--- src/logic/rs_cfg_pkg.sv ---
// reservation station geometry and execution latencies
`default_nettype none

package rs_cfg_pkg;

	// station geometry
	localparam int RS_ENT_NUM = 8;
	localparam int RS_IDX_W   = 3;

	// tag and index widths seen from the rest of the core
	localparam int PRF_IDX_W  = 6;
	localparam int ROB_IDX_W  = 5;
	localparam int BR_MASK_W  = 4;

	// execution latencies in cycles
	localparam int EX_CYCLES_MAX    = 4;
	localparam int EX_CYCLES_ALU    = 1;
	localparam int EX_CYCLES_BRANCH = 1;
	localparam int EX_CYCLES_STORE  = 1;
	localparam int EX_CYCLES_LOAD   = 3;
	localparam int EX_CYCLES_MULT   = 4;

endpackage

`default_nettype wire

--- src/logic/rs_types_pkg.sv ---
// typed vectors, unit codes and writeback schedule vectors of the station
`default_nettype none

package rs_types_pkg;

	import rs_cfg_pkg::*;

	typedef logic [PRF_IDX_W-1:0]     prf_tag_t;
	// ROB index with its wrap bit on top
	typedef logic [ROB_IDX_W:0]       rob_idx_t;
	typedef logic [BR_MASK_W-1:0]     br_mask_t;
	typedef logic [RS_IDX_W-1:0]      rs_idx_t;
	typedef logic [2:0]               fu_sel_t;
	typedef logic [EX_CYCLES_MAX-1:0] sched_vec_t;
	typedef logic [31:0]              ir_t;

	// function unit codes
	localparam fu_sel_t FU_NONE   = 3'd0;
	localparam fu_sel_t FU_ALU    = 3'd1;
	localparam fu_sel_t FU_BRANCH = 3'd2;
	localparam fu_sel_t FU_LOAD   = 3'd3;
	localparam fu_sel_t FU_STORE  = 3'd4;
	localparam fu_sel_t FU_MULT   = 3'd5;

	// one bit per unit, placed so that it leaves the vector at writeback
	localparam sched_vec_t SCHED_ALU    = sched_vec_t'(1) << (EX_CYCLES_MAX - EX_CYCLES_ALU);
	localparam sched_vec_t SCHED_BRANCH = sched_vec_t'(1) << (EX_CYCLES_MAX - EX_CYCLES_BRANCH);
	localparam sched_vec_t SCHED_STORE  = sched_vec_t'(1) << (EX_CYCLES_MAX - EX_CYCLES_STORE);
	localparam sched_vec_t SCHED_LOAD   = sched_vec_t'(1) << (EX_CYCLES_MAX - EX_CYCLES_LOAD);
	localparam sched_vec_t SCHED_MULT   = sched_vec_t'(1) << (EX_CYCLES_MAX - EX_CYCLES_MULT);

endpackage

`default_nettype wire

--- src/logic/rs_entry.sv ---
// single station slot holding one instruction with operand wakeup and branch mask
`default_nettype none
`timescale 1ns/1ps

module rs_entry import rs_types_pkg::*; (
	input  logic     clk,
	input  logic     rst,
	input  logic     load_i,
	input  logic     iss_en_i,
	input  prf_tag_t dest_tag_i,
	input  prf_tag_t opa_tag_i,
	input  prf_tag_t opb_tag_i,
	input  logic     opa_rdy_i,
	input  logic     opb_rdy_i,
	input  fu_sel_t  fu_sel_i,
	input  ir_t      ir_i,
	input  rob_idx_t rob_idx_i,
	input  br_mask_t br_mask_i,
	input  logic     cdb_vld_i,
	input  prf_tag_t cdb_tag_i,
	input  logic     br_recovery_i,
	input  logic     br_pred_correct_i,
	input  br_mask_t br_tag_fix_i,
	output logic     avail_o,
	output logic     rdy_o,
	output prf_tag_t dest_tag_o,
	output prf_tag_t opa_tag_o,
	output prf_tag_t opb_tag_o,
	output fu_sel_t  fu_sel_o,
	output ir_t      ir_o,
	output rob_idx_t rob_idx_o,
	output br_mask_t br_mask_o
);

	logic     vld_r;
	logic     opa_rdy_r;
	logic     opb_rdy_r;
	fu_sel_t  fu_sel_r;
	logic     opa_hit_new;
	logic     opb_hit_new;
	logic     opa_hit;
	logic     opb_hit;
	logic     squash;
	br_mask_t fix_clr;

	// bus matches against incoming and held tags
	assign opa_hit_new = cdb_vld_i & (cdb_tag_i == opa_tag_i);
	assign opb_hit_new = cdb_vld_i & (cdb_tag_i == opb_tag_i);
	assign opa_hit     = cdb_vld_i & (cdb_tag_i == opa_tag_o);
	assign opb_hit     = cdb_vld_i & (cdb_tag_i == opb_tag_o);

	assign squash  = br_recovery_i & (|(br_mask_o & br_tag_fix_i));
	assign fix_clr = br_pred_correct_i ? br_tag_fix_i : '0;

	always_ff @(posedge clk) begin
		if (rst) begin
			vld_r     <= 1'b0;
			opa_rdy_r <= 1'b0;
			opb_rdy_r <= 1'b0;
		end else if (load_i) begin
			// a new op may take the slot being issued this cycle
			vld_r     <= 1'b1;
			opa_rdy_r <= opa_rdy_i | opa_hit_new;
			opb_rdy_r <= opb_rdy_i | opb_hit_new;
		end else if (iss_en_i || squash) begin
			vld_r <= 1'b0;
		end else begin
			opa_rdy_r <= opa_rdy_r | opa_hit;
			opb_rdy_r <= opb_rdy_r | opb_hit;
		end
	end

	always_ff @(posedge clk) begin
		if (load_i) begin
			dest_tag_o <= dest_tag_i;
			opa_tag_o  <= opa_tag_i;
			opb_tag_o  <= opb_tag_i;
			fu_sel_r   <= fu_sel_i;
			ir_o       <= ir_i;
			rob_idx_o  <= rob_idx_i;
			br_mask_o  <= br_mask_i & ~fix_clr;
		end else begin
			br_mask_o <= br_mask_o & ~fix_clr;
		end
	end

	assign avail_o  = ~vld_r;
	assign rdy_o    = vld_r & opa_rdy_r & opb_rdy_r;
	assign fu_sel_o = vld_r ? fu_sel_r : FU_NONE;

endmodule

`default_nettype wire

--- src/logic/oldest_select.sv ---
// oldest-first selector, grants the requester with the smallest corrected ROB index
`default_nettype none
`timescale 1ns/1ps

module oldest_select import rs_cfg_pkg::*, rs_types_pkg::*; (
	input  logic [RS_ENT_NUM-1:0]            req_i,
	input  rob_idx_t [RS_ENT_NUM-1:0]        age_i,
	output logic [RS_ENT_NUM-1:0]            gnt_o,
	output rs_idx_t                          idx_o,
	output logic                             vld_o
);

	always_comb begin
		logic     nd_vld [RS_ENT_NUM];
		rob_idx_t nd_age [RS_ENT_NUM];
		rs_idx_t  nd_idx [RS_ENT_NUM];

		for (int i = 0; i < RS_ENT_NUM; i++) begin
			nd_vld[i] = req_i[i];
			nd_age[i] = age_i[i];
			nd_idx[i] = rs_idx_t'(i);
		end

		// pairwise tree, each winner lands in the left node
		for (int s = 1; s < RS_ENT_NUM; s = s * 2) begin
			for (int i = 0; i + s < RS_ENT_NUM; i = i + 2 * s) begin
				// right side only wins when strictly older
				if (nd_vld[i+s] && (!nd_vld[i] || (nd_age[i+s] < nd_age[i]))) begin
					nd_vld[i] = 1'b1;
					nd_age[i] = nd_age[i+s];
					nd_idx[i] = nd_idx[i+s];
				end
			end
		end

		vld_o = nd_vld[0];
		idx_o = nd_idx[0];
		gnt_o = '0;
		if (nd_vld[0]) begin
			gnt_o[nd_idx[0]] = 1'b1;
		end
	end

endmodule

`default_nettype wire

--- src/logic/wb_scheduler.sv ---
// writeback slot reservation, blocks entries whose completion would collide
`default_nettype none
`timescale 1ns/1ps

module wb_scheduler import rs_cfg_pkg::*, rs_types_pkg::*; (
	input  logic                      clk,
	input  logic                      rst,
	input  logic                      hold_i,
	input  fu_sel_t [RS_ENT_NUM-1:0]  fu_sel_i,
	output logic [RS_ENT_NUM-1:0]     allow_o,
	input  logic                      iss_vld_i,
	input  rs_idx_t                   iss_idx_i
);

	sched_vec_t                  sched_r;
	sched_vec_t                  sched_sh;
	sched_vec_t [RS_ENT_NUM-1:0] ent_vec;

	// reserved slots as seen one cycle later
	assign sched_sh = {sched_r[EX_CYCLES_MAX-2:0], 1'b0};

	always_comb begin
		for (int j = 0; j < RS_ENT_NUM; j++) begin
			case (fu_sel_i[j])
				FU_NONE:   ent_vec[j] = '0;
				FU_ALU:    ent_vec[j] = SCHED_ALU;
				FU_BRANCH: ent_vec[j] = SCHED_BRANCH;
				FU_LOAD:   ent_vec[j] = SCHED_LOAD;
				FU_STORE:  ent_vec[j] = SCHED_STORE;
				FU_MULT:   ent_vec[j] = SCHED_MULT;
				// unknown unit, block it
				default:   ent_vec[j] = '1;
			endcase
			allow_o[j] = ~|(ent_vec[j] & sched_sh);
		end
	end

	always_ff @(posedge clk) begin
		if (rst) begin
			sched_r <= '0;
		end else if (!hold_i) begin
			if (iss_vld_i) begin
				sched_r <= sched_sh | ent_vec[iss_idx_i];
			end else begin
				sched_r <= sched_sh;
			end
		end
	end

endmodule

`default_nettype wire

--- src/logic/rs_ctrl.sv ---
// station control for dispatch, age correction, issue arbitration and output register
`default_nettype none
`timescale 1ns/1ps

module rs_ctrl import rs_cfg_pkg::*, rs_types_pkg::*; (
	input  logic                       clk,
	input  logic                       rst,
	input  logic                       dp_vld_i,
	input  logic                       stall_dp_i,
	input  logic                       br_recovery_i,
	input  logic                       issue_stall_i,
	input  logic                       ld_iss_en_i,
	input  rob_idx_t                   rob_idx_i,
	input  logic [RS_ENT_NUM-1:0]      avail_i,
	input  logic [RS_ENT_NUM-1:0]      rdy_i,
	input  logic [RS_ENT_NUM-1:0]      allow_i,
	input  fu_sel_t [RS_ENT_NUM-1:0]   fu_sel_i,
	input  rob_idx_t [RS_ENT_NUM-1:0]  rob_idx_ent_i,
	input  prf_tag_t [RS_ENT_NUM-1:0]  dest_tag_ent_i,
	input  prf_tag_t [RS_ENT_NUM-1:0]  opa_tag_ent_i,
	input  prf_tag_t [RS_ENT_NUM-1:0]  opb_tag_ent_i,
	input  ir_t [RS_ENT_NUM-1:0]       ir_ent_i,
	input  br_mask_t [RS_ENT_NUM-1:0]  br_mask_ent_i,
	input  logic [RS_ENT_NUM-1:0]      gnt_ld_i,
	input  logic [RS_ENT_NUM-1:0]      gnt_nld_i,
	input  rs_idx_t                    idx_ld_i,
	input  rs_idx_t                    idx_nld_i,
	input  logic                       vld_ld_i,
	input  logic                       vld_nld_i,
	output logic [RS_ENT_NUM-1:0]      load_o,
	output logic [RS_ENT_NUM-1:0]      iss_en_o,
	output rob_idx_t [RS_ENT_NUM-1:0]  age_o,
	output logic [RS_ENT_NUM-1:0]      req_ld_o,
	output logic [RS_ENT_NUM-1:0]      req_nld_o,
	output logic                       iss_vld_int_o,
	output rs_idx_t                    iss_idx_int_o,
	output logic                       full_o,
	output logic                       iss_vld_o,
	output prf_tag_t                   iss_dest_tag_o,
	output prf_tag_t                   iss_opa_tag_o,
	output prf_tag_t                   iss_opb_tag_o,
	output fu_sel_t                    iss_fu_sel_o,
	output ir_t                        iss_ir_o,
	output rob_idx_t                   iss_rob_idx_o,
	output br_mask_t                   iss_br_mask_o
);

	logic                  dp_en;
	logic                  no_free;
	logic                  iss_go;
	logic                  ld_win;
	logic                  rob_msb_r;
	logic                  rob_ovf_r;
	logic [RS_ENT_NUM-1:0] load_free;
	logic [RS_ENT_NUM-1:0] is_ld;

	// ************************************************************
	// dispatch
	// ************************************************************
	assign dp_en   = dp_vld_i & ~stall_dp_i & ~br_recovery_i;
	assign no_free = ~|avail_i;

	// lowest numbered free slot
	always_comb begin
		load_free = '0;
		for (int k = RS_ENT_NUM - 1; k >= 0; k--) begin
			if (avail_i[k]) begin
				load_free    = '0;
				load_free[k] = 1'b1;
			end
		end
	end

	// when full, reuse the slot leaving this cycle
	assign load_o = !dp_en ? '0 : (no_free ? iss_en_o : load_free);
	assign full_o = no_free & ~iss_vld_int_o;

	// wrap bit of the ROB changes lap, older lap must stay smaller
	always_ff @(posedge clk) begin
		if (rst) begin
			rob_msb_r <= 1'b0;
			rob_ovf_r <= 1'b0;
		end else if (dp_en && (rob_idx_i[ROB_IDX_W] != rob_msb_r)) begin
			rob_msb_r <= rob_idx_i[ROB_IDX_W];
			rob_ovf_r <= ~rob_idx_i[ROB_IDX_W];
		end
	end

	// ************************************************************
	// issue
	// ************************************************************
	always_comb begin
		for (int k = 0; k < RS_ENT_NUM; k++) begin
			age_o[k] = rob_idx_ent_i[k];
			if (rob_ovf_r) begin
				age_o[k][ROB_IDX_W] = ~rob_idx_ent_i[k][ROB_IDX_W];
			end
			is_ld[k] = (fu_sel_i[k] == FU_LOAD);
		end
	end

	assign req_ld_o  = rdy_i & allow_i & is_ld;
	assign req_nld_o = rdy_i & allow_i & ~is_ld;

	assign iss_go        = ~issue_stall_i & ~br_recovery_i;
	assign ld_win        = vld_ld_i & ld_iss_en_i;
	assign iss_vld_int_o = iss_go & (ld_win | vld_nld_i);
	assign iss_idx_int_o = ld_win ? idx_ld_i : idx_nld_i;
	assign iss_en_o      = !iss_go ? '0 : (ld_win ? gnt_ld_i : gnt_nld_i);

	// output register, frozen under stall or recovery
	always_ff @(posedge clk) begin
		if (rst) begin
			iss_vld_o    <= 1'b0;
			iss_fu_sel_o <= FU_NONE;
		end else if (iss_go) begin
			iss_vld_o    <= iss_vld_int_o;
			iss_fu_sel_o <= iss_vld_int_o ? fu_sel_i[iss_idx_int_o] : FU_NONE;
		end
	end

	always_ff @(posedge clk) begin
		if (iss_go) begin
			iss_dest_tag_o <= dest_tag_ent_i[iss_idx_int_o];
			iss_opa_tag_o  <= opa_tag_ent_i[iss_idx_int_o];
			iss_opb_tag_o  <= opb_tag_ent_i[iss_idx_int_o];
			iss_ir_o       <= ir_ent_i[iss_idx_int_o];
			iss_rob_idx_o  <= rob_idx_ent_i[iss_idx_int_o];
			iss_br_mask_o  <= br_mask_ent_i[iss_idx_int_o];
		end
	end

endmodule

`default_nettype wire

--- src/logic/rs_top.sv ---
// reservation station top, entry array with selectors, writeback scheduler and control
`default_nettype none
`timescale 1ns/1ps

module rs_top import rs_cfg_pkg::*, rs_types_pkg::*; (
	input  logic     clk,
	input  logic     rst,
	// dispatch
	input  logic     dp_vld_i,
	input  fu_sel_t  fu_sel_i,
	input  ir_t      ir_i,
	input  prf_tag_t dest_tag_i,
	input  prf_tag_t opa_tag_i,
	input  prf_tag_t opb_tag_i,
	input  logic     opa_rdy_i,
	input  logic     opb_rdy_i,
	input  rob_idx_t rob_idx_i,
	input  br_mask_t br_mask_i,
	// common data bus
	input  logic     cdb_vld_i,
	input  prf_tag_t cdb_tag_i,
	// branch resolution
	input  logic     br_recovery_i,
	input  logic     br_pred_correct_i,
	input  br_mask_t br_tag_fix_i,
	// stalls and load queue
	input  logic     stall_dp_i,
	input  logic     issue_stall_i,
	input  logic     ld_iss_en_i,
	// issue
	output logic     iss_vld_o,
	output prf_tag_t iss_dest_tag_o,
	output prf_tag_t iss_opa_tag_o,
	output prf_tag_t iss_opb_tag_o,
	output fu_sel_t  iss_fu_sel_o,
	output ir_t      iss_ir_o,
	output rob_idx_t iss_rob_idx_o,
	output br_mask_t iss_br_mask_o,
	output logic     full_o
);

	logic [RS_ENT_NUM-1:0]     avail_vec;
	logic [RS_ENT_NUM-1:0]     rdy_vec;
	logic [RS_ENT_NUM-1:0]     allow_vec;
	logic [RS_ENT_NUM-1:0]     load_vec;
	logic [RS_ENT_NUM-1:0]     iss_vec;
	logic [RS_ENT_NUM-1:0]     req_ld;
	logic [RS_ENT_NUM-1:0]     req_nld;
	logic [RS_ENT_NUM-1:0]     gnt_ld;
	logic [RS_ENT_NUM-1:0]     gnt_nld;
	fu_sel_t [RS_ENT_NUM-1:0]  fu_sel_vec;
	rob_idx_t [RS_ENT_NUM-1:0] rob_idx_vec;
	rob_idx_t [RS_ENT_NUM-1:0] age_vec;
	prf_tag_t [RS_ENT_NUM-1:0] dest_tag_vec;
	prf_tag_t [RS_ENT_NUM-1:0] opa_tag_vec;
	prf_tag_t [RS_ENT_NUM-1:0] opb_tag_vec;
	ir_t [RS_ENT_NUM-1:0]      ir_vec;
	br_mask_t [RS_ENT_NUM-1:0] br_mask_vec;
	rs_idx_t                   idx_ld;
	rs_idx_t                   idx_nld;
	logic                      vld_ld;
	logic                      vld_nld;
	logic                      iss_vld_int;
	rs_idx_t                   iss_idx_int;

	// ************************************************************
	// entry array
	// ************************************************************
	for (genvar i = 0; i < RS_ENT_NUM; i++) begin : g_ent
		rs_entry u_ent (
			.clk               (clk),
			.rst               (rst),
			.load_i            (load_vec[i]),
			.iss_en_i          (iss_vec[i]),
			.dest_tag_i        (dest_tag_i),
			.opa_tag_i         (opa_tag_i),
			.opb_tag_i         (opb_tag_i),
			.opa_rdy_i         (opa_rdy_i),
			.opb_rdy_i         (opb_rdy_i),
			.fu_sel_i          (fu_sel_i),
			.ir_i              (ir_i),
			.rob_idx_i         (rob_idx_i),
			.br_mask_i         (br_mask_i),
			.cdb_vld_i         (cdb_vld_i),
			.cdb_tag_i         (cdb_tag_i),
			.br_recovery_i     (br_recovery_i),
			.br_pred_correct_i (br_pred_correct_i),
			.br_tag_fix_i      (br_tag_fix_i),
			.avail_o           (avail_vec[i]),
			.rdy_o             (rdy_vec[i]),
			.dest_tag_o        (dest_tag_vec[i]),
			.opa_tag_o         (opa_tag_vec[i]),
			.opb_tag_o         (opb_tag_vec[i]),
			.fu_sel_o          (fu_sel_vec[i]),
			.ir_o              (ir_vec[i]),
			.rob_idx_o         (rob_idx_vec[i]),
			.br_mask_o         (br_mask_vec[i])
		);
	end

	// ************************************************************
	// selectors and writeback slots
	// ************************************************************
	oldest_select u_sel_ld (
		.req_i (req_ld),
		.age_i (age_vec),
		.gnt_o (gnt_ld),
		.idx_o (idx_ld),
		.vld_o (vld_ld)
	);

	oldest_select u_sel_nld (
		.req_i (req_nld),
		.age_i (age_vec),
		.gnt_o (gnt_nld),
		.idx_o (idx_nld),
		.vld_o (vld_nld)
	);

	wb_scheduler u_wb_sched (
		.clk       (clk),
		.rst       (rst),
		.hold_i    (issue_stall_i | br_recovery_i),
		.fu_sel_i  (fu_sel_vec),
		.allow_o   (allow_vec),
		.iss_vld_i (iss_vld_int),
		.iss_idx_i (iss_idx_int)
	);

	rs_ctrl u_ctrl (
		.clk            (clk),
		.rst            (rst),
		.dp_vld_i       (dp_vld_i),
		.stall_dp_i     (stall_dp_i),
		.br_recovery_i  (br_recovery_i),
		.issue_stall_i  (issue_stall_i),
		.ld_iss_en_i    (ld_iss_en_i),
		.rob_idx_i      (rob_idx_i),
		.avail_i        (avail_vec),
		.rdy_i          (rdy_vec),
		.allow_i        (allow_vec),
		.fu_sel_i       (fu_sel_vec),
		.rob_idx_ent_i  (rob_idx_vec),
		.dest_tag_ent_i (dest_tag_vec),
		.opa_tag_ent_i  (opa_tag_vec),
		.opb_tag_ent_i  (opb_tag_vec),
		.ir_ent_i       (ir_vec),
		.br_mask_ent_i  (br_mask_vec),
		.gnt_ld_i       (gnt_ld),
		.gnt_nld_i      (gnt_nld),
		.idx_ld_i       (idx_ld),
		.idx_nld_i      (idx_nld),
		.vld_ld_i       (vld_ld),
		.vld_nld_i      (vld_nld),
		.load_o         (load_vec),
		.iss_en_o       (iss_vec),
		.age_o          (age_vec),
		.req_ld_o       (req_ld),
		.req_nld_o      (req_nld),
		.iss_vld_int_o  (iss_vld_int),
		.iss_idx_int_o  (iss_idx_int),
		.full_o         (full_o),
		.iss_vld_o      (iss_vld_o),
		.iss_dest_tag_o (iss_dest_tag_o),
		.iss_opa_tag_o  (iss_opa_tag_o),
		.iss_opb_tag_o  (iss_opb_tag_o),
		.iss_fu_sel_o   (iss_fu_sel_o),
		.iss_ir_o       (iss_ir_o),
		.iss_rob_idx_o  (iss_rob_idx_o),
		.iss_br_mask_o  (iss_br_mask_o)
	);

endmodule

`default_nettype wire

--- config.mk ---
export PLATFORM = sky130hd
export DESIGN_NAME = rs_top
export DESIGN_NICKNAME = d
export VERILOG_FILES = /design/src/logic/rs_cfg_pkg.sv /design/src/logic/rs_types_pkg.sv /design/src/logic/rs_entry.sv /design/src/logic/oldest_select.sv /design/src/logic/wb_scheduler.sv /design/src/logic/rs_ctrl.sv /design/src/logic/rs_top.sv
export SDC_FILE = /design/constraint.sdc
export NUM_CORES = 1
export LEC_CHECK = 0
export BUFFER_PORTS_ARGS = -buffer_cell sky130_fd_sc_hd__clkbuf_2
export CELL_PAD_IN_SITES_DETAIL_PLACEMENT = 1
export CELL_PAD_IN_SITES_GLOBAL_PLACEMENT = 1
export CORE_MARGIN = 5
export CORE_UTILIZATION = 45
export DETAILED_ROUTE_END_ITERATION = 16
export PLACE_DENSITY_LB_ADDON = 0.1
export REMOVE_ABC_BUFFERS = 1
export SYNTH_ARGS = -nofsm -noshare
export SYNTH_HDL_FRONTEND = slang
export SYNTH_SLANG_ARGS = --single-unit
--- constraint.sdc ---
create_clock -name clk -period 8.6 [get_ports clk]
set_clock_uncertainty 0.15 [all_clocks]
set_input_delay 0.86 -clock clk [delete_from_list [all_inputs] [get_ports clk]]
set_output_delay 0.86 -clock clk [all_outputs]
set_load 0.05 [all_outputs]
======== Word-level counts from Yosys, hierarchy flattened ========
Cells that the tools add are included.
operators by class
  reductions and logical operators ........ 103
  magnitude comparators ................... 15
  bitwise logic cells ..................... 120
  muxes and demuxes ....................... 158
  equal/unequal tests ..................... 67
operators with widths
  cell                  number
  $pmux W4 S4           8
  $mux W8               14
  $eq A6 B6 Y1          18
  $and A4 B4 Y4         25
  $bmux W32 S3          1
  $mux W6               16
  $mux W1               80
  $bmux W6 S3           4
  $reduce_or A4 Y1      16
  $lt A6 B6 Y1          10
  $and A1 B1 Y1         48
  $eq A3 B2 Y1 const B  16
  $eq A3 B3 Y1 const B  16
  $mux W3               15
  $mux W4               10
  $mux W32              1
  $and A8 B8 Y8         3
  $bmux W4 S3           2
  $eq A3 B1 Y1 const B  8
  $logic_not A3 Y1      8
  $reduce_or A3 Y1      8
  $logic_not A1 Y1      23
  $logic_or A1 B1 Y1    22
  $not A1 Y1            21
  14 further kinds      70
storage, ports and cells
  register bits ........................... 597
  output and inout bits ................... 65

======== Depth between registers and ports, before layout ========
  depth in word-level cells ............... 31
  depth in mapped cells ................... 36
  mapped depth without buffers ............ 33

======== Modules after synthesis ========
From an unflattened synthesis, not the netlist that was laid out.
unflattened totals
  cells, all modules ...................... 2,673
  area, all modules ....................... 30,302.8 sq um
modules (own cells, without submodules)
  module                      times used  area an instance (sq um)  seq. area each (sq um)  cells each
  rs_entry                    8           2,354.8                   1,911.8                 127
  rs_ctrl                     1           7,442.1                   1,921.8                 1,098
  oldest_select at u_sel_nld  1           1,695.4                   0.0                     222
  oldest_select at u_sel_ld   1           1,589.0                   0.0                     232
  wb_scheduler                1           732.0                     60.1                    104
  rs_top                      1           6.3                       0.0                     1

======== Least setup slack after synthesis ========
Ideal clock, no wire load.
  path type ............................... register -> register
  from .................................... register g_ent[5].u_ent.rob_idx_o[2]
  to ...................................... register g_ent[6].u_ent.br_mask_o[0]
  slack ................................... 0.444 ns
  cell stages (with the launch flop) ...... 30
  data required time ...................... 8.326 ns
  period minus slack after synthesis ...... 8.156 ns
  arrival ................................. 7.882 ns
  setup time .............................. 0.124 ns
  path through ............................ edfxtp_1 ha_1 a211o_1 o21ai_0 a21o_1 and2_1 clkbuf_1 mux2i_1 xor2_1 ha_1 a21oi_1 o21ai_0 a21oi_1 inv_1 nand2_1 o211a_1 inv_1 buf_2 o21a_1 ha_1 a21o_1 a21oi_1 nand2_1 a211o_1 o41a_1 nor4_1 a21oi_1 o32ai_2 mux2i_1 nor2_1
on the way
  longest elaborated chain between the ends .. 22
  elaborated cells between the ends (all ways) .. 53
RTL lines
  item                                                     RTL line             text
  from (decl)                                              rs_entry.sv:31       output rob_idx_t rob_idx_o,
  from (signal assigned)                                   rs_entry.sv:80       rob_idx_o <= rob_idx_i;
  $lt A6 B6 Y1                                             oldest_select.sv:28  if (nd_vld[i+s] && (!nd_vld[i] || (nd_age[i+s] < nd_age[i]))) begin
  $logic_or A1 B1 Y1                                       oldest_select.sv:28
  $logic_and A1 B1 Y1                                      oldest_select.sv:28
  $mux W6 / $mux W1 (equally long branches)                oldest_select.sv:28
  $lt A6 B6 Y1 / $logic_not A1 Y1 (equally long branches)  oldest_select.sv:28
  $logic_or A1 B1 Y1                                       oldest_select.sv:28
  $logic_and A1 B1 Y1                                      oldest_select.sv:28
  $mux W6                                                  oldest_select.sv:28
  (+5 left out)                                            n/a
  $logic_and A1 B1 Y1 (not written as such)                oldest_select.sv:40  gnt_o[nd_idx[0]] = 1'b1;
  $mux W1 (not written as such)                            oldest_select.sv:40
  $demux W1 S3                                             n/a
  $mux W8                                                  oldest_select.sv:39  if (nd_vld[0]) begin
  $mux W8 (*) (2 in series)                                rs_ctrl.sv:109       assign iss_en_o = !iss_go ? '0 : (ld_win ? gnt_ld_i : gnt_nld_i);
  $mux W8 (*) (2 in series)                                rs_ctrl.sv:75        assign load_o = !dp_en ? '0 : (no_free ? iss_en_o : load_free);
  net g_ent[6].u_ent.load_i                                rs_entry.sv:8        input logic load_i,
  $mux W4 (*)                                              rs_entry.sv:74       if (load_i) begin
  to (signal assigned)                                     rs_entry.sv:81       br_mask_o <= br_mask_i & ~fix_clr;
  to (signal assigned)                                     rs_entry.sv:83       br_mask_o <= br_mask_o & ~fix_clr;
  to (decl)                                                rs_entry.sv:32       output br_mask_t br_mask_o
Mark *: on every way through the listed nets, which the timed path passes. The rest lies on a longest branch.
A chain may end at the register's enable or synchronous reset.

======== Final worst setup path ========
  from .................................... register g_ent[5].u_ent.rob_idx_o[2]
  to ...................................... register g_ent[6].u_ent.br_mask_o[3]
The elaborated chain is that of the path after synthesis.

==> impl_summary.log <==
INFO  metric maxSlewHeadroom = 29.8%
INFO  metric grt_first_pass_wirelength = 133000 um
INFO  metric post_cts_resized = 0
INFO  metric finalMaxSlewViolations = 0
INFO  metric core-area = 63200 sq um
INFO  metric worstHoldPathType = reg2reg
INFO  metric synth_cell_type_count = 87
INFO  metric ys_ff_latch = 597
INFO  metric timing.hold.ws = 0.295 ns
INFO  metric critPathMostFrequentCell = sky130_fd_sc_hd__a21oi_1
INFO  metric clock_sinks = 597
INFO  metric die-height = 263 um
INFO  metric critical_path.slowest_cell = sky130_fd_sc_hd__nor4_1
INFO  metric max_cap_viol_count = 0
INFO  metric post_route_cells_drive_above_1_share = 16.1%
INFO  metric postSynthCellCount = 2441
INFO  metric yosys.area_share.xor_xnor = 3.69%
INFO  metric ys.flop_type = sky130_fd_sc_hd__edfxtp_1
INFO  metric power.ir.vdd_worst = 0.156 mV
INFO  metric yosys-mux-area-fraction = 7.42%
INFO  metric synth_sequential_area_ratio = 60.1%
INFO  metric achievable-frequency = 124 MHz
INFO  metric critical_path_required = 8.93 ns
INFO  metric finalHoldViolCount = 0
INFO  metric power.total = 6230 uW
INFO  metric clk_latency = 0.62 ns
INFO  metric grt_start_max_net_pins = 93
INFO  metric drt-wirelength-per-cell = 25.1 um
INFO  metric grt_setup_unrepaired = false
INFO  metric gp_congestion = 0.927
INFO  metric max_slew.worst_pin.slew = 1.05 ns
INFO  metric clock_tree.htree_level_count = 3
INFO  metric postRouteAntennaNets = 0
INFO  metric power.density_cell_area = 188 nW/um^2
INFO  metric final.setup.worst_slack = 0.529 ns
INFO  metric firstDrtPassIters = 7
INFO  metric critical_path.startpoint_type = register
INFO  metric placementRows = 92
INFO  metric floorplan_die_width = 263 um
INFO  metric route.detailed.drc = 0
INFO  metric wl = 87600 um
INFO  metric grt_overflow_total = 0
INFO  metric areaGrowthSynthToFinish = 15.4%
INFO  metric cts_hold_buf = 0
INFO  metric cts_max_path_buffers = 3
INFO  metric global_route.usage.total = 24.7%
INFO  metric total_of_endpoints_with_negative_setup_slack_in_the_final_report = 0
INFO  metric synth_top_area_cell = sky130_fd_sc_hd__edfxtp_1
INFO  metric area_contributors_post_synth = sky130_fd_sc_hd__edfxtp_1 56%, sky130_fd_sc_hd__nand2_1 6.0%, sky130_fd_sc_hd__mux2i_1 5.1%
INFO  metric outcome = finished clean
INFO  metric vias_in_the_first_global_route = 21600
INFO  metric synth.avg_cell_area = 11.8 sq um
INFO  metric timing.final.crit_period = 8.07 ns
INFO  metric critical_path_fanouts_max = 34
INFO  metric dp_worst_setup_slack = 0.280 ns
INFO  metric cts_made_buffers = 69
INFO  metric synthArstFlopShare = 0%
INFO  metric critPathMaxStageDelay = 0.69 ns
INFO  metric synth-simple-area-share = 12.5%
INFO  metric floorplan.initialDensity = 45.5%
INFO  metric number_of_top_level_pins = 149
INFO  metric design.final.nets = 2723
INFO  metric post_dp_area = 31000 sq um
INFO  metric synth_edf_count = 532
INFO  metric hpwl = 59400 um
INFO  metric drtIter0Drc = 1462
INFO  metric synth_top_family_by_area = simple AND/OR/NAND/NOR gates
INFO  metric class_of_the_most_critical_setup_path = reg2reg
INFO  metric design.die.area = 69000 sq um
INFO  metric synth-warning-count = 0
INFO  metric cts_setup_buffers = 0
INFO  metric post_synth_instance_area = 28700 sq um
INFO  metric vias_per_cell = 5.84
INFO  metric post_synth_fa_ha_maj_area_fraction = 2.00%
INFO  metric clockRootBuffer = sky130_fd_sc_hd__clkbuf_16
INFO  metric final_area = 33200 sq um
INFO  metric total_leakage_power = 0.0115 uW
INFO  metric clk_transition_reported_paths = 0.06 ns
INFO  metric place.port_buffers = 148
INFO  metric synth_compound_gate_area_share = 11.5%
INFO  metric area_share_of_the_largest_cell_type_after_synthesis = 55.6%
INFO  metric final_min_period_over_clock_period = 93.9%
INFO  metric cts_tree = built
INFO  metric routed-via-count = 20400
INFO  metric antenna_found_initial = 7
INFO  metric timing.critical_path.arrival = 8.40 ns
INFO  metric cp-end-kind = register
-- through the flow --
stage	instances	setup TNS, ns	util, %
after floorplan	2293	-829.88	-
after global placement	3368	0	49.0
after detailed placement	3368	0	49.0
after CTS	3495	0	52.4
after global routing	3496	0	52.5
final	3498	0	52.5
-- flip-flops by register name (all words and copies together), names as in the netlist, 8 cells and up --
register                flops
g_ent.u_ent.ir_o          256
g_ent.u_ent.dest_tag_o     48
g_ent.u_ent.opa_tag_o      48
g_ent.u_ent.opb_tag_o      48
g_ent.u_ent.rob_idx_o      48
g_ent.u_ent.br_mask_o      32
u_ctrl.iss_ir_o            32
g_ent.u_ent.fu_sel_r       24
g_ent.u_ent.opa_rdy_r       8
g_ent.u_ent.opb_rdy_r       8
g_ent.u_ent.vld_r           8
-- cell usage in the layout (no fill, tap or decap), types with 59 or more instances in the layout --
cell type / instances
sky130_fd_sc_hd__dfxtp_1: 63
sky130_fd_sc_hd__edfxtp_1: 532
sky130_fd_sc_hd__clkbuf_2: 148
sky130_fd_sc_hd__nand2_1: 457
sky130_fd_sc_hd__mux2i_1: 145
sky130_fd_sc_hd__nor2_1: 108
sky130_fd_sc_hd__nand3_1: 92
sky130_fd_sc_hd__mux2_2: 59
sky130_fd_sc_hd__clkbuf_16: 70
sky130_fd_sc_hd__o21ai_0: 151
sky130_fd_sc_hd__xnor2_1: 78
sky130_fd_sc_hd__o211ai_1: 84
-- worst paths after layout --
kind                                from                           to  slack, ns  depth (start not counted)
min reg2reg       u_ctrl.iss_fu_sel_o[0]       u_ctrl.iss_fu_sel_o[0]       0.30                          2
max reg2reg  g_ent[5].u_ent.rob_idx_o[2]  g_ent[6].u_ent.br_mask_o[3]       0.53                         29
max          g_ent[5].u_ent.rob_idx_o[2]  g_ent[6].u_ent.br_mask_o[3]       0.53                         29
min               u_ctrl.iss_fu_sel_o[0]       u_ctrl.iss_fu_sel_o[0]       0.30                          2
-- worst max-delay path, delay by kind of cell, from the launching register on --
family	cells	cell delay, ns
buf+inv	4	0.85
fa+ha+maj	3	0.97
mux	2	0.46
xor+xnor	1	0.23
simple gates	5	1.03
flops	1	0.51
compound gates	14	3.74
-- kinds of logic (layout without fill, tap and decap cells) --
logic type / after synthesis / in the layout
multiplexers: 205 / 205
flip-flops: 597 / 597
buffers and inverters: 181 / 389
XOR/XNOR: 121 / 121
AND/OR/NAND/NOR: 807 / 807
AO/OA/AOI/OAI: 484 / 484
other: 0 / 3
adder cells (fa/ha/maj): 46 / 46
-- synthesized netlist by cell type (all sizes together), types with 7 or more instances --
| cell type | instances |
|---|---|
| a211oi | 15 |
| inv | 33 |
| nor2 | 113 |
| and2 | 9 |
| a31oi | 15 |
| o211ai | 84 |
| a22o | 9 |
| a21o | 14 |
| a22oi | 12 |
| nand3b | 7 |
| a21oi | 59 |
| xnor2 | 78 |
| o21ai | 160 |
| a21boi | 9 |
| clkbuf | 74 |
| o21a | 12 |
| dfxtp | 65 |
| o31a | 8 |
| mux2i | 145 |
| nand4 | 27 |
| nand3 | 92 |
| buf | 74 |
| edfxtp | 532 |
| o2111ai | 8 |
| nor4 | 13 |
| ha | 46 |
| nand2b | 17 |
| nand2 | 458 |
| xor2 | 43 |
| nor2b | 22 |
| mux2 | 60 |
| nor3 | 18 |
| a211o | 10 |
-- final cells by class --
| cell class | instances | area, sq um |
|---|---|---|
| multi-input cells | 1663 | 10700 |
| inverters | 33 | 128 |
| clock inverters | 33 | 287 |
| clock buffers | 94 | 1880 |
| diodes | 3 | 7.51 |
| repair buffers | 229 | 1770 |
| well taps | 846 | 1060 |
| fillers | 6520 | 30000 |
| flip-flops and latches | 597 | 17300 |
-- where the power goes --
| part | switching, uW | total, uW | internal [uW] | leakage (uW) |
|---|---|---|---|---|
| sequential | 14.2 | 3200 | 3180 | 0.00534 |
| combinational | 167 | 228 | 61.6 | 0.00506 |
| clock | 1190 | 2800 | 1610 | 0.00106 |
-- metal layers --
metal	vias up	GRT usage, %	share of wire [%]
met2	512	42.9	50
met1	10400	32.2	43
met3	142	3.81	5.0
met4	8	7.26	2.6
met5	-	0	0.070
li1	9370	-	-
Power figures use the tool's default switching activity.
